`src/source/mvdm_pkg.sv`:
```
// motion vector refinement definitions
`default_nettype none

package mvdm_pkg;

    // ==============================
    // sizes
    // ==============================
    localparam int IMG_DIM         = 16;
    localparam int IMG_PIXELS      = IMG_DIM * IMG_DIM;
    localparam int MAX_MV          = 6;
    localparam int NUM_POINTS      = 9;
    localparam int STEPS_PER_POINT = 16;
    localparam int GROUP           = 4;
    localparam int MV_BYTES        = 4;
    localparam int RESULT_BITS     = 28;

    // ==============================
    // data types
    // ==============================
    typedef logic        [7:0]  pixel_t;
    typedef logic        [3:0]  coord_t;
    typedef logic signed [8:0]  residual_t;
    typedef logic signed [10:0] coef_t;
    typedef logic signed [12:0] had_t;
    typedef logic        [23:0] satd_t;
    typedef logic        [3:0]  point_t;
    typedef logic        [3:0]  step_t;

    // start value of the running minimum
    localparam satd_t SATD_INIT = '1;

    typedef enum logic [2:0] {
        st_idle,
        st_load,
        st_mv,
        st_search,
        st_drain,
        st_output
    } ctrl_state_e;

endpackage

`default_nettype wire

```
`src/source/search_addr_gen.sv`:
```
// search window address generator
`timescale 1ns/10ps
`default_nettype none

module search_addr_gen (
    input  logic               clk,
    input  logic               in_valid2,
    input  mvdm_pkg::pixel_t   in_data,
    input  logic [1:0]         mv_idx,
    input  mvdm_pkg::step_t    step,
    input  mvdm_pkg::point_t   point,
    output mvdm_pkg::coord_t   l0_row,
    output mvdm_pkg::coord_t   l0_col,
    output mvdm_pkg::coord_t   l1_row,
    output mvdm_pkg::coord_t   l1_col
);
    import mvdm_pkg::*;

    // x0, y0, x1, y1
    coord_t     mv [MV_BYTES];
    logic [1:0] dx;
    logic [1:0] dy;
    coord_t     row_ofs;
    coord_t     col_ofs;

    // out of range bytes are held at the edge of the window
    always_ff @(posedge clk) begin
        if (in_valid2) begin
            mv[mv_idx] <= (in_data > pixel_t'(MAX_MV)) ? coord_t'(MAX_MV) : in_data[3:0];
        end
    end

    // point = 3*dx + dy
    always_comb begin
        case (point)
            4'd0:    {dx, dy} = {2'd0, 2'd0};
            4'd1:    {dx, dy} = {2'd0, 2'd1};
            4'd2:    {dx, dy} = {2'd0, 2'd2};
            4'd3:    {dx, dy} = {2'd1, 2'd0};
            4'd4:    {dx, dy} = {2'd1, 2'd1};
            4'd5:    {dx, dy} = {2'd1, 2'd2};
            4'd6:    {dx, dy} = {2'd2, 2'd0};
            4'd7:    {dx, dy} = {2'd2, 2'd1};
            default: {dx, dy} = {2'd2, 2'd2};
        endcase
    end

    // subblock order: top left, top right, bottom left, bottom right
    assign row_ofs = {1'b0, step[3], step[1:0]};
    assign col_ofs = {1'b0, step[2], 2'b00};

    assign l0_row = mv[1] + coord_t'(dy) + row_ofs;
    assign l0_col = mv[0] + coord_t'(dx) + col_ofs;
    // L1 moves the opposite way
    assign l1_row = mv[3] + coord_t'(2'd2 - dy) + row_ofs;
    assign l1_col = mv[2] + coord_t'(2'd2 - dx) + col_ofs;

endmodule

`default_nettype wire

```
`config.mk`:
```
export PLATFORM = sky130hd
export DESIGN_NAME = search_addr_gen
export DESIGN_NICKNAME = d
export VERILOG_FILES = /design/src/source/mvdm_pkg.sv /design/src/source/search_addr_gen.sv
export SDC_FILE = /design/constraint.sdc
export NUM_CORES = 1
export LEC_CHECK = 0
export BUFFER_PORTS_ARGS = -buffer_cell sky130_fd_sc_hd__buf_2
export CORE_MARGIN = 2
export CORE_UTILIZATION = 54
export CTS_BUF_LIST = sky130_fd_sc_hd__clkbuf_4
export DETAILED_ROUTE_END_ITERATION = 10
export PLACE_DENSITY = 0.94
export SYNTH_ARGS = -nofsm -noshare
export SYNTH_HDL_FRONTEND = slang
export SYNTH_SLANG_ARGS = --single-unit
export TNS_END_PERCENT = 30
```
`constraint.sdc`:
```
create_clock -name clk -period 4.7 [get_ports clk]
set_input_delay 0.47 -clock clk [delete_from_list [all_inputs] [get_ports clk]]
set_output_delay 0.47 -clock clk [all_outputs]
set_load 0.01 [all_outputs]
```
# --- Word level (Yosys, flattened, before mapping) ---
# Memory sizes are Yosys's and may differ from the RTL's.
# Index checks and enable logic that the tools add are counted.
totals:
  rom_bits: 32
  mem_count: 2
  mem_bits_rw: 16
  out_inout_bits: 16
  reg_bits: 0
op_classes:
  n_lt_le_gt_ge: 1
  mux: 4
  n_addsub: 10
mem_list:
  columns: ["name", "words", "word_bits", "read_ports", "rd_ports_with_merged_regs", "write_ports", "line", "rtl"]
  rows:
  - ["(no name shown)", 8, 4, 1, 0, 0, "search_addr_gen.sv:35", "case (point)"]
  - ["mv", 4, 4, 4, 0, 1, "search_addr_gen.sv:20", "coord_t mv [MV_BYTES];"]
ops:
  columns: ["op", "n"]
  rows:
  - ["adder 4 x 3 -> 4 bit", 4]
  - ["adder 4 x 2 -> 4 bit", 2]
  - ["adder 4 bit", 2]
  - ["> comparator 8 x 3 -> 1 bit (second input constant)", 1]
  - ["2-to-1 mux 4 bit", 2]
  - ["subtractor 2 x 2 -> 3 bit (first input constant)", 2]
  - ["2-to-1 mux 1 bit", 2]

# --- Depth between registers and ports, before layout ---
# Gate-level depths: netlist (run 1).
# An unclocked memory read counts as a cell.
logic_depth:
  ltp_word: 5
  depth_mapped: 12
  ltp_nobuf: 12

# --- Worst setup path before layout (run 1) ---
# No wires, ideal clock.
synth_timing:
  path_kind: "input port to output port"
  start: "input port point[0]"
  end: "output port l1_row[3]"
  path_slack_ns: 1.468
  n_path_buf: 0
  arrival_ns: 2.762
  path_stages: 12
  cell_sequence: "inv_1 -> ha_1 -> nor2b_1 -> a211o_1 -> ha_1 -> fa_1 -> inv_1 -> ha_1 -> inv_1 -> fa_1 -> xnor2_1 -> xnor2_1"
synth_via:
  elab_chain_len: 5
synth_lines:
  columns: ["element", "line", "rtl"]
  rows:
  - ["start, declared", "search_addr_gen.sv:11", "input mvdm_pkg::point_t point,"]
  - ["memory read (8 x 4 bit)", null, null]
  - ["2-to-1 mux 4 bit", "search_addr_gen.sv:35", null]
  - ["subtractor 2 x 2 -> 3 bit", "search_addr_gen.sv:55", "assign l1_row = mv[3] + coord_t'(2'd2 - dy) + row_ofs;"]
  - ["adder 4 bit", "search_addr_gen.sv:55", null]
  - ["adder 4 x 3 -> 4 bit", "search_addr_gen.sv:55", null]
  - ["end, declared", "search_addr_gen.sv:14", "output mvdm_pkg::coord_t l1_row,"]
# No other way between the ends.

# --- Worst setup path in the final report (run 1) ---
# Ends and elaborated chain as after synthesis.

==> impl_results.md, run 1 <==
- TritonCTS clock tree: yes
- FF+latch area: 480 um2
- Layout Utilization: 0.706
- VDD IR-drop max: 0.181 mV
- Largest reg by FF count: mv
- Biggest cell delay along the critical path: 0.43 ns
- Die ar.: 2520 um2
- Slew @ Worst Pin: 0.588 ns
- DR pass1 iterations: 4
- Final non-filler cell area: 1400 um2
- Core ar.: 1980 um2
- Worst hold path stage count: 2
- Buf/Inv on CP: 5
- Remaining global-route overflow: 0
- Multi-input gate area: 598 um2
- Fmax: 0.285 GHz
- Wire per inst: 12.3 um
- Antenna violations before repair: 0
- Setup bufs post-CTS: 0
- Drt drc: 0
- Area grow syn2layout: 21.4%
- Most common cell after layout, fill and taps aside: buf_2
- Hold Path Class: input port to register
- Vias in the first global route: 856
- Worst-path cell chain: buf_2, inv_1, ha_1, nor2b_1, a211o_1, ha_1, fa_1, inv_1, ha_1, inv_1, fa_1, xnor2_1, xnor2_1, buf_2
- Slew headroom: 0.607
- Tcrit/Tclk final: 0.747
- Routed wire length: 2010 um
- # IOs: 36
- Status: finished clean
- Cell area after synthesis: 1150 um2
- Critical path capture point type: output pin
- Die X: 50.2 um
- CTS root buf: clkbuf_4
- PwrDens: 258 nW/um2
- Clk sinks: 16
- Biggest regs: mv x16
- Cts hold-fix bufs: 0
- Max reg flops: 16
- Die H: 50.2 um
- Fin crit period: 3.51 ns
- Gate Count Post-Synth: 94
- Pin count of the biggest net entering global routing: 10
- Placed instance area: 1370 um2
- Hold slack final: 0.548 ns
- WHS Endpoint: mv[0][1]
- Total negative slack: 0 ns
- Detail Placement HPWL: 1860 um
- Startpoint Class: input port
- Max_cap viols: 0
- Max-slew violations: 0
- Leak: 0.672 nW
- Filler cell count: 144
- Post-CTS Resized: 0
- CP max stage cell: fa_1
- # nets final: 181
- Synthesized flop and latch total: 16
- Setup-failing EPs final: 0
- Final hold vios: 0
- CTS Buf Count: 3
- Initial cell density of the core: 0.582
- Rows: 16
- Unrepaired setup endpoints after global routing: no
- Crit Path Class: input port to output pin
- Max FO, Critical Path: 3
- Initial DRC count: 6
- PortBufs: 35
- Via count: 785
- Via density per instance: 4.82
- Design Power: 361 uW
- Post-route ant nets: 0
- First-pass GRT wire length: 3440 um
- Clk buf depth: 2
- Most frequent cells in the layout: 35 x buf_2, 23 x inv_1, 16 x edfxtp_1, 14 x ha_1, 10 x fa_1
- Register area share after synthesis: 0.416
- Ys Warns: 0
- Antenna Cells: 0
- Worst EP required: 4.23 ns
- Total track usage: 0.179
- Hold path startpoint: in_data[1]
- Distinct cell type count after synthesis: 20
- H-tree levels: 1
- Critical path's top delay family: adder cells
- Post-synthesis average cell area: 12.3 um2
- Worst Path Arrival: 3.04 ns
- Clock edge transition at the registers on the reported setup and hold paths: 0.08 ns
- GPL Wtd Cong: 0.802
- Layout cells sized above 1: 0.287
==> layout make-up <==
type	count	area share
Multi-Input combinational cell	58	0.427
Sequential cell	16	0.343
Inverter	23	0.0617
Clock buffer	3	0.0161
Timing Repair Buffer	35	0.125
Tap cell	27	0.0241
Clock inverter	1	0.00268
==> worst max-delay path by stage <==
stage,endpoint,cells after the start,from
after floorplan,l1_row[3],12,point[0]
after CTS,l1_row[3],14,point[0]
after global placement,l1_row[3],14,point[0]
final,l1_row[3],14,point[0]
after global routing,l1_row[3],14,point[0]
after detailed placement,l1_row[3],14,point[0]
==> report_power, final <==
part           switching (mW)  internal (mW)  leakage, nW
logic                  0.0690         0.0595        0.499
registers             0.00269          0.162        0.158
clock network          0.0369         0.0307       0.0154
total                   0.109          0.253        0.672
==> through the flow <==
| step | instances | setup slack (ns) |
|---|---|---|
| floorplan | 97 | 1.47 |
| global placement | 159 | 1.25 |
| detailed placement | 159 | 1.15 |
| CTS | 163 | 1.16 |
| global route | 163 | 0.968 |
| finish | 163 | 1.19 |
==> cell families after synthesis <==
kind of cell / count (synthesis) / share of synthesized area
compound gates: 4 / 0.0228
xor+xnor: 10 / 0.0759
fa+ha+maj: 24 / 0.325
buf+inv: 23 / 0.0748
flops: 16 / 0.416
mux: 1 / 0.00868
other cells: 1 / 0.00325
simple gates: 15 / 0.0727
==> synthesized netlist by cell type, drive strengths merged <==
cell type  count  area (um2)
edfxtp        16         480
xnor2          9        78.8
ha            14         175
or4            1        11.3
a21oi          2        10.0
a211o          1        8.76
nor2           4        15.0
xor2           1        8.76
a21o           1        7.51
inv           23        86.3
nand2          3        11.3
fa            10         200
nor3b          1        7.51
nor2b          1        6.26
and3b          1        8.76
mux2i          1        10.0
nor3           1        5.00
and3           1        6.26
conb           1        3.75
or3            2        12.5
==> layer usage <==
layer / GRT usage / share of wire
met5: 0 / 0
met4: 0.0787 / 0.018
met3: 0.0149 / 0.038
met2: 0.360 / 0.58
met1: 0.184 / 0.36
Power figures use the tool's default switching activity.
==> inputs of run 2 (changes only) <==
--- a/config.mk
+++ b/config.mk
@@ -7,10 +7,10 @@
 export LEC_CHECK = 0
 export BUFFER_PORTS_ARGS = -buffer_cell sky130_fd_sc_hd__buf_2
 export CORE_MARGIN = 2
-export CORE_UTILIZATION = 54
+export CORE_UTILIZATION = 47
 export CTS_BUF_LIST = sky130_fd_sc_hd__clkbuf_4
 export DETAILED_ROUTE_END_ITERATION = 10
-export PLACE_DENSITY = 0.94
+export PLACE_DENSITY = 0.87
 export SYNTH_ARGS = -nofsm -noshare
 export SYNTH_HDL_FRONTEND = slang
 export SYNTH_SLANG_ARGS = --single-unit
==> constraint.sdc (replaced) <==
create_clock -name clk -period 3 [get_ports clk]
set_input_delay 0.3 -clock clk [delete_from_list [all_inputs] [get_ports clk]]
set_output_delay 0.3 -clock clk [all_outputs]
set_load 0.01 [all_outputs]
==> impl_results.md, run 2 (same netlist as run 1, synthesis figures left out) <==
- Max_cap viols: 0 (unchanged)
- Design Power: 603 uW (+67%)
- WHS Endpoint: mv[3][0]
- Max FO, Critical Path: 3 (unchanged)
- Hold slack final: 0.371 ns (-0.178 ns)
- Unrepaired setup endpoints after global routing: yes
- Drt drc: 0 (unchanged)
- Dpl cells: 165 (+3.8%)
- Fin crit period: 3.01 ns
- Filler cell count: 165 (+15%)
- Crit Path Class: input port to output pin
- CTS root buf: clkbuf_4
- Total negative slack: -0.00618 ns (-0.00618 ns)
- Via density per instance: 4.65 (-3.4%)
- Tcrit/Tclk final: 1.00
- H-tree levels: 1 (unchanged)
- First-pass GRT wire length: 3350 um (-2.6%)
- VDD IR-drop max: 0.290 mV (+61%)
- Area grow syn2layout: 33.5%
- PortBufs: 35 (unchanged)
- Initial cell density of the core: 0.507 (-0.0752)
- Die X: 53.5 um (+6.6%)
- TritonCTS clock tree: yes
- Final hold vios: 0 (unchanged)
- Die H: 53.5 um (+6.6%)
- Final non-filler cell area: 1540 um2 (+10%)
- Via count: 786 (+0.13%)
- Final std cells w/o fill: 169 (+3.7%)
- Setup WS pre-CTS: -0.210 ns (-1.36 ns)
- Biggest cell delay along the critical path: 0.42 ns (about the same)
- Largest reg by FF count: mv
- Leak: 0.711 nW (+5.8%)
- CP max stage cell: fa_1
- Antenna violations before repair: 0 (unchanged)
- Hold path startpoint: in_data[6]
- Fmax: 0.333 GHz
- Detail Placement HPWL: 1660 um (-10%)
- Cts hold-fix bufs: 0 (unchanged)
- Most frequent cells in the layout: 33 x buf_2, 19 x inv_1, 16 x edfxtp_1, 9 x ha_1, 8 x fa_1
- Slew @ Worst Pin: 0.634 ns (+0.0456 ns)
- Routed wire length: 2070 um (+2.8%)
- Worst-path cell chain: buf_8, inv_4, ha_4, nor2b_4, a211o_1, ha_4, fa_1, inv_2, ha_4, inv_2, fa_2, xnor2_2, xnor2_1, buf_2
- Most frequent CP cell: ha_4
- Vias in the first global route: 831 (-2.9%)
- Layout cells sized above 1: 0.433 (+0.146)
- Initial DRC count: 7 (+1)
- Setup-failing EPs final: 1 (+1)
- Worst hold path stage count: 2 (unchanged)
- Remaining global-route overflow: 0 (unchanged)
- Failing checks: setup timing
- Hold Path Class: input port to register
- # nets final: 187 (+3.3%)
- Antenna Cells: 0 (unchanged)
- Worst EP required: 2.70 ns (-1.53 ns)
- Clk buf depth: 2 (unchanged)
- Rows: 17 (+1)
- PwrDens: 391 nW/um2 (+52%)
- Slew headroom: 0.577 (-0.0304)
- DR pass1 iterations: 4 (unchanged)
- Final Worst Setup Slack: -0.00618 ns (-1.20 ns)
- CTS Buf Count: 3 (unchanged)
- # IOs: 36 (unchanged)
- Critical path's top delay family: adder cells
- Max-slew violations: 0 (unchanged)
- Wire per inst: 12.2 um (-0.82%)
- Post-route ant nets: 0 (unchanged)
- Critical path depth in cells: 14 (unchanged)
- Layout Utilization: 0.677 (-0.0297)
- Biggest regs: mv x16
- Most common cell after layout, fill and taps aside: buf_2
- Clk sinks: 16 (unchanged)
- GPL Wtd Cong: 0.825 (+2.9%)
- Pin count of the biggest net entering global routing: 9 (-1)
- Die ar.: 2870 um2 (+14%)
- Core ar.: 2280 um2 (+15%)
- Status: finished with violations
- Max reg flops: 16 (unchanged)
- Critical path capture point type: output pin
- Clock edge transition at the registers on the reported setup and hold paths: 0.08 ns (about the same)
- Startpoint Class: input port
- Total track usage: 0.170 (-0.00932)
- Placed instance area: 1410 um2 (+2.8%)
- Worst Path Arrival: 2.71 ns (-0.33 ns)
- Buf/Inv on CP: 5 (unchanged)
==> run 2: how the worst max path moves through the flow <==
stage	slack, ns	from	end
floorplan	0.11	point[0]	l1_row[3]
global placement	-0.12	point[0]	l1_row[3]
detailed placement	-0.21	point[0]	l1_row[3]
CTS	-0.02	point[0]	l1_row[3]
global route	-0.10	point[0]	l1_row[3]
finish	-0.006	point[0]	l1_row[3]
==> run 2: what timing repair did <==
item,in CTS,in global routing
setup endpoints to repair,2,4
buffers inserted,1,0
pin swaps,8,7
gates resized for setup,18,6
hold endpoints to repair,0,0
==> run 2: final cells by class <==
type | count | area [um2] | share of cell area
clock buffers | 3 | 22.5 | 0.0146
flip-flops and latches | 16 | 480 | 0.312
inverters | 23 | 88.8 | 0.0577
well taps | 28 | 35.0 | 0.0227
multi-input cells | 58 | 673 | 0.437
repair buffers | 41 | 240 | 0.156
==> run 2: per-layer routing <==
metal | global-route usage | routed length (um) | vias up
met5 | 0 | 0 | -
met4 | 0.132 | 51 | 0
met3 | 0.0194 | 87 | 6
met2 | 0.317 | 1130 | 27
met1 | 0.170 | 796 | 357
li1 | - | - | 396
==> run 2: power by group <==
part           internal [mW]  switching [mW]  leakage, nW  total (mW)
logic                  0.118           0.124        0.540       0.242
registers              0.255         0.00394        0.158       0.258
clock network         0.0464          0.0563       0.0138       0.103
total                  0.419           0.184        0.711       0.603
==> inputs of run 3 (changes only) <==
--- a/config.mk
+++ b/config.mk
@@ -7,10 +7,10 @@
 export LEC_CHECK = 0
 export BUFFER_PORTS_ARGS = -buffer_cell sky130_fd_sc_hd__buf_2
 export CORE_MARGIN = 2
-export CORE_UTILIZATION = 47
+export CORE_UTILIZATION = 52
 export CTS_BUF_LIST = sky130_fd_sc_hd__clkbuf_4
 export DETAILED_ROUTE_END_ITERATION = 10
-export PLACE_DENSITY = 0.87
+export PLACE_DENSITY = 0.91
 export SYNTH_ARGS = -nofsm -noshare
 export SYNTH_HDL_FRONTEND = slang
 export SYNTH_SLANG_ARGS = --single-unit
==> constraint.sdc (replaced) <==
create_clock -name clk -period 2.95 [get_ports clk]
set_input_delay 0.295 -clock clk [delete_from_list [all_inputs] [get_ports clk]]
set_output_delay 0.295 -clock clk [all_outputs]
set_load 0.01 [all_outputs]
==> impl_results.md, run 3 (same netlist as run 1, synthesis figures left out) <==
- Status: finished clean
- Total track usage: 0.173 (+0.00327)
- First-pass GRT wire length: 3260 um (-2.7%)
- Drt drc: 0 (unchanged)
- Final hold vios: 0 (unchanged)
- Clock edge transition at the registers on the reported setup and hold paths: 0.08 ns (about the same)
- Startpoint Class: input port
- Area grow syn2layout: 30.6%
- Max reg flops: 16 (unchanged)
- Via density per instance: 4.63 (-0.51%)
- TritonCTS clock tree: yes
- Combinational share of power: 0.383 (-0.018)
- Final non-filler cell area: 1510 um2 (-2.2%)
- Wire per inst: 11.9 um (-2.9%)
- Antenna violations before repair: 0 (unchanged)
- Setup-failing EPs final: 0 (-1)
- Tcrit/Tclk final: 0.997
- Clk buf depth: 2 (unchanged)
- Unrepaired setup endpoints after global routing: yes
- Crit path launch: point[0]
- Leak: 0.708 nW (-0.55%)
- Sw Pwr: 175 uW (-4.9%)
- Biggest regs: mv x16
- Crit Path Class: input port to output pin
- Design Power: 591 uW (-2.0%)
- Total negative slack: 0 ns (+0.00618 ns)
- Layout cells sized above 1: 0.390 (-0.0426)
- Initial DRC count: 14 (+7)
- Fmax: 0.340 GHz
- Setup bufs post-CTS: 0 (-1)
- Max FO, Critical Path: 3 (unchanged)
- Routed wire length: 2010 um (-2.9%)
- Sequential power share: 0.445 (+0.016)
- GPL Wtd Cong: 0.831 (+0.64%)
- Largest reg by FF count: mv
- Die X: 51.1 um (-4.6%)
- Remaining global-route overflow: 0 (unchanged)
- Via count: 782 (-0.51%)
- DR pass1 iterations: 4 (unchanged)
- CTS Buf Count: 3 (unchanged)
- Die ar.: 2610 um2 (-8.9%)
- Worst EP required: 2.65 ns (-0.05 ns)
- Antenna Cells: 0 (unchanged)
- Most common cell after layout, fill and taps aside: buf_2
- Placed instance area: 1420 um2 (+0.53%)
- Detail Placement HPWL: 1750 um (+5.3%)
- Cts hold-fix bufs: 0 (unchanged)
- VDD IR-drop max: 0.252 mV (-13%)
- Pin count of the biggest net entering global routing: 9 (unchanged)
- # nets final: 187 (unchanged)
- Layout Utilization: 0.701 (+0.0245)
- Slew headroom: 0.584 (+0.00756)
- Post-route ant nets: 0 (unchanged)
- Clk sinks: 16 (unchanged)
- Critical path capture point type: output pin
- Fin crit period: 2.94 ns
- Max_cap viols: 0 (unchanged)
- Worst setup path endpoint: l1_row[3]
- Clock power share: 0.171 (about the same)
- Final std cells w/o fill: 169 (unchanged)
- Vias in the first global route: 797 (-4.1%)
- Switching Share: 0.296 (-0.00910)
- P_int: 416 uW (-0.72%)
- PortBufs: 35 (unchanged)
- Die H: 51.1 um (-4.6%)
- Initial cell density of the core: 0.537 (+0.0301)
- Core ar.: 2150 um2 (-5.6%)
- H-tree levels: 1 (unchanged)
- # IOs: 36 (unchanged)
- Max-slew violations: 0 (unchanged)
- Dpl cells: 166 (+0.61%)
- Hold Path Class: input port to register
- PwrDens: 392 nW/um2 (+0.20%)
- CTS root buf: clkbuf_4
- Worst Path Arrival: 2.65 ns (-0.06 ns)
- Slew @ Worst Pin: 0.622 ns (-0.0113 ns)
- Rows: 17 (unchanged)
- Most frequent cells in the layout: 33 x buf_2, 21 x inv_1, 16 x edfxtp_1, 10 x ha_1, 9 x fa_1
[run 3: repair_timing]
item | CTS | global route
endpoints found under the setup margin | 2 | 3
resized for setup | 14 | 1
pin swaps | 8 | 5
[run 3: power groups by stage]
stage                     logic (mW)  registers [mW]  clock network (mW)
after floorplan                0.132           0.267                   0
after global placement         0.203           0.268                   0
after detailed placement       0.215           0.269                   0
after CTS                      0.230           0.263               0.102
after global routing           0.255           0.264               0.112
final                          0.226           0.263               0.101
[run 3: cell type report]
| type | instances | area [um2] |
|---|---|---|
| multi-input cells | 58 | 643 |
| fillers | 152 | 642 |
| flip-flops and latches | 16 | 480 |
| repair buffers | 41 | 236 |
| inverters | 23 | 88.8 |
| well taps | 28 | 35.0 |
| clock buffers | 3 | 22.5 |
[run 3: worst min path at each step]
stage	startpoint	to	slack, ns	depth (start not counted)
4_1_cts	in_data[6]	mv[3][0]	0.37	2
3_5_place_dp	in_data[6]	mv[2][0]	0.65	2
6_report	in_data[6]	mv[3][0]	0.37	2
3_3_place_gp	in_data[6]	mv[2][0]	0.65	2
5_1_grt	in_data[6]	mv[3][0]	0.37	2
2_1_floorplan	in_data[6]	mv[0][0]	0.52	1
[run 3: per-layer routing]
metal | global-route usage | vias to the layer above | share of wire
li1 | - | 390 | -
met1 | 0.156 | 361 | 0.36
met2 | 0.366 | 25 | 0.59
met3 | 0.0175 | 6 | 0.031
met4 | 0.0856 | 0 | 0.026
met5 | 0 | - | 0
[run 3: per-stage QoR]
stage / hold WS, ns / worst slack, ns
5_1_grt: 0.367 / -0.116
2_1_floorplan: 0.519 / 0.0680
3_3_place_gp: 0.648 / -0.148
4_1_cts: 0.366 / -0.0146
6_report: 0.369 / 0.00758
3_5_place_dp: 0.654 / -0.204
[run 3: worst max-delay path, stage by stage]
cell,delay [ns]
buf_8,0.08
inv_4,0.03
ha_4,0.13
nor2b_1,0.12
a211o_1,0.27
ha_4,0.25
fa_1,0.42
inv_1,0.06
ha_2,0.16
inv_2,0.03
fa_2,0.34
xnor2_2,0.14
xnor2_1,0.15
buf_2,0.15
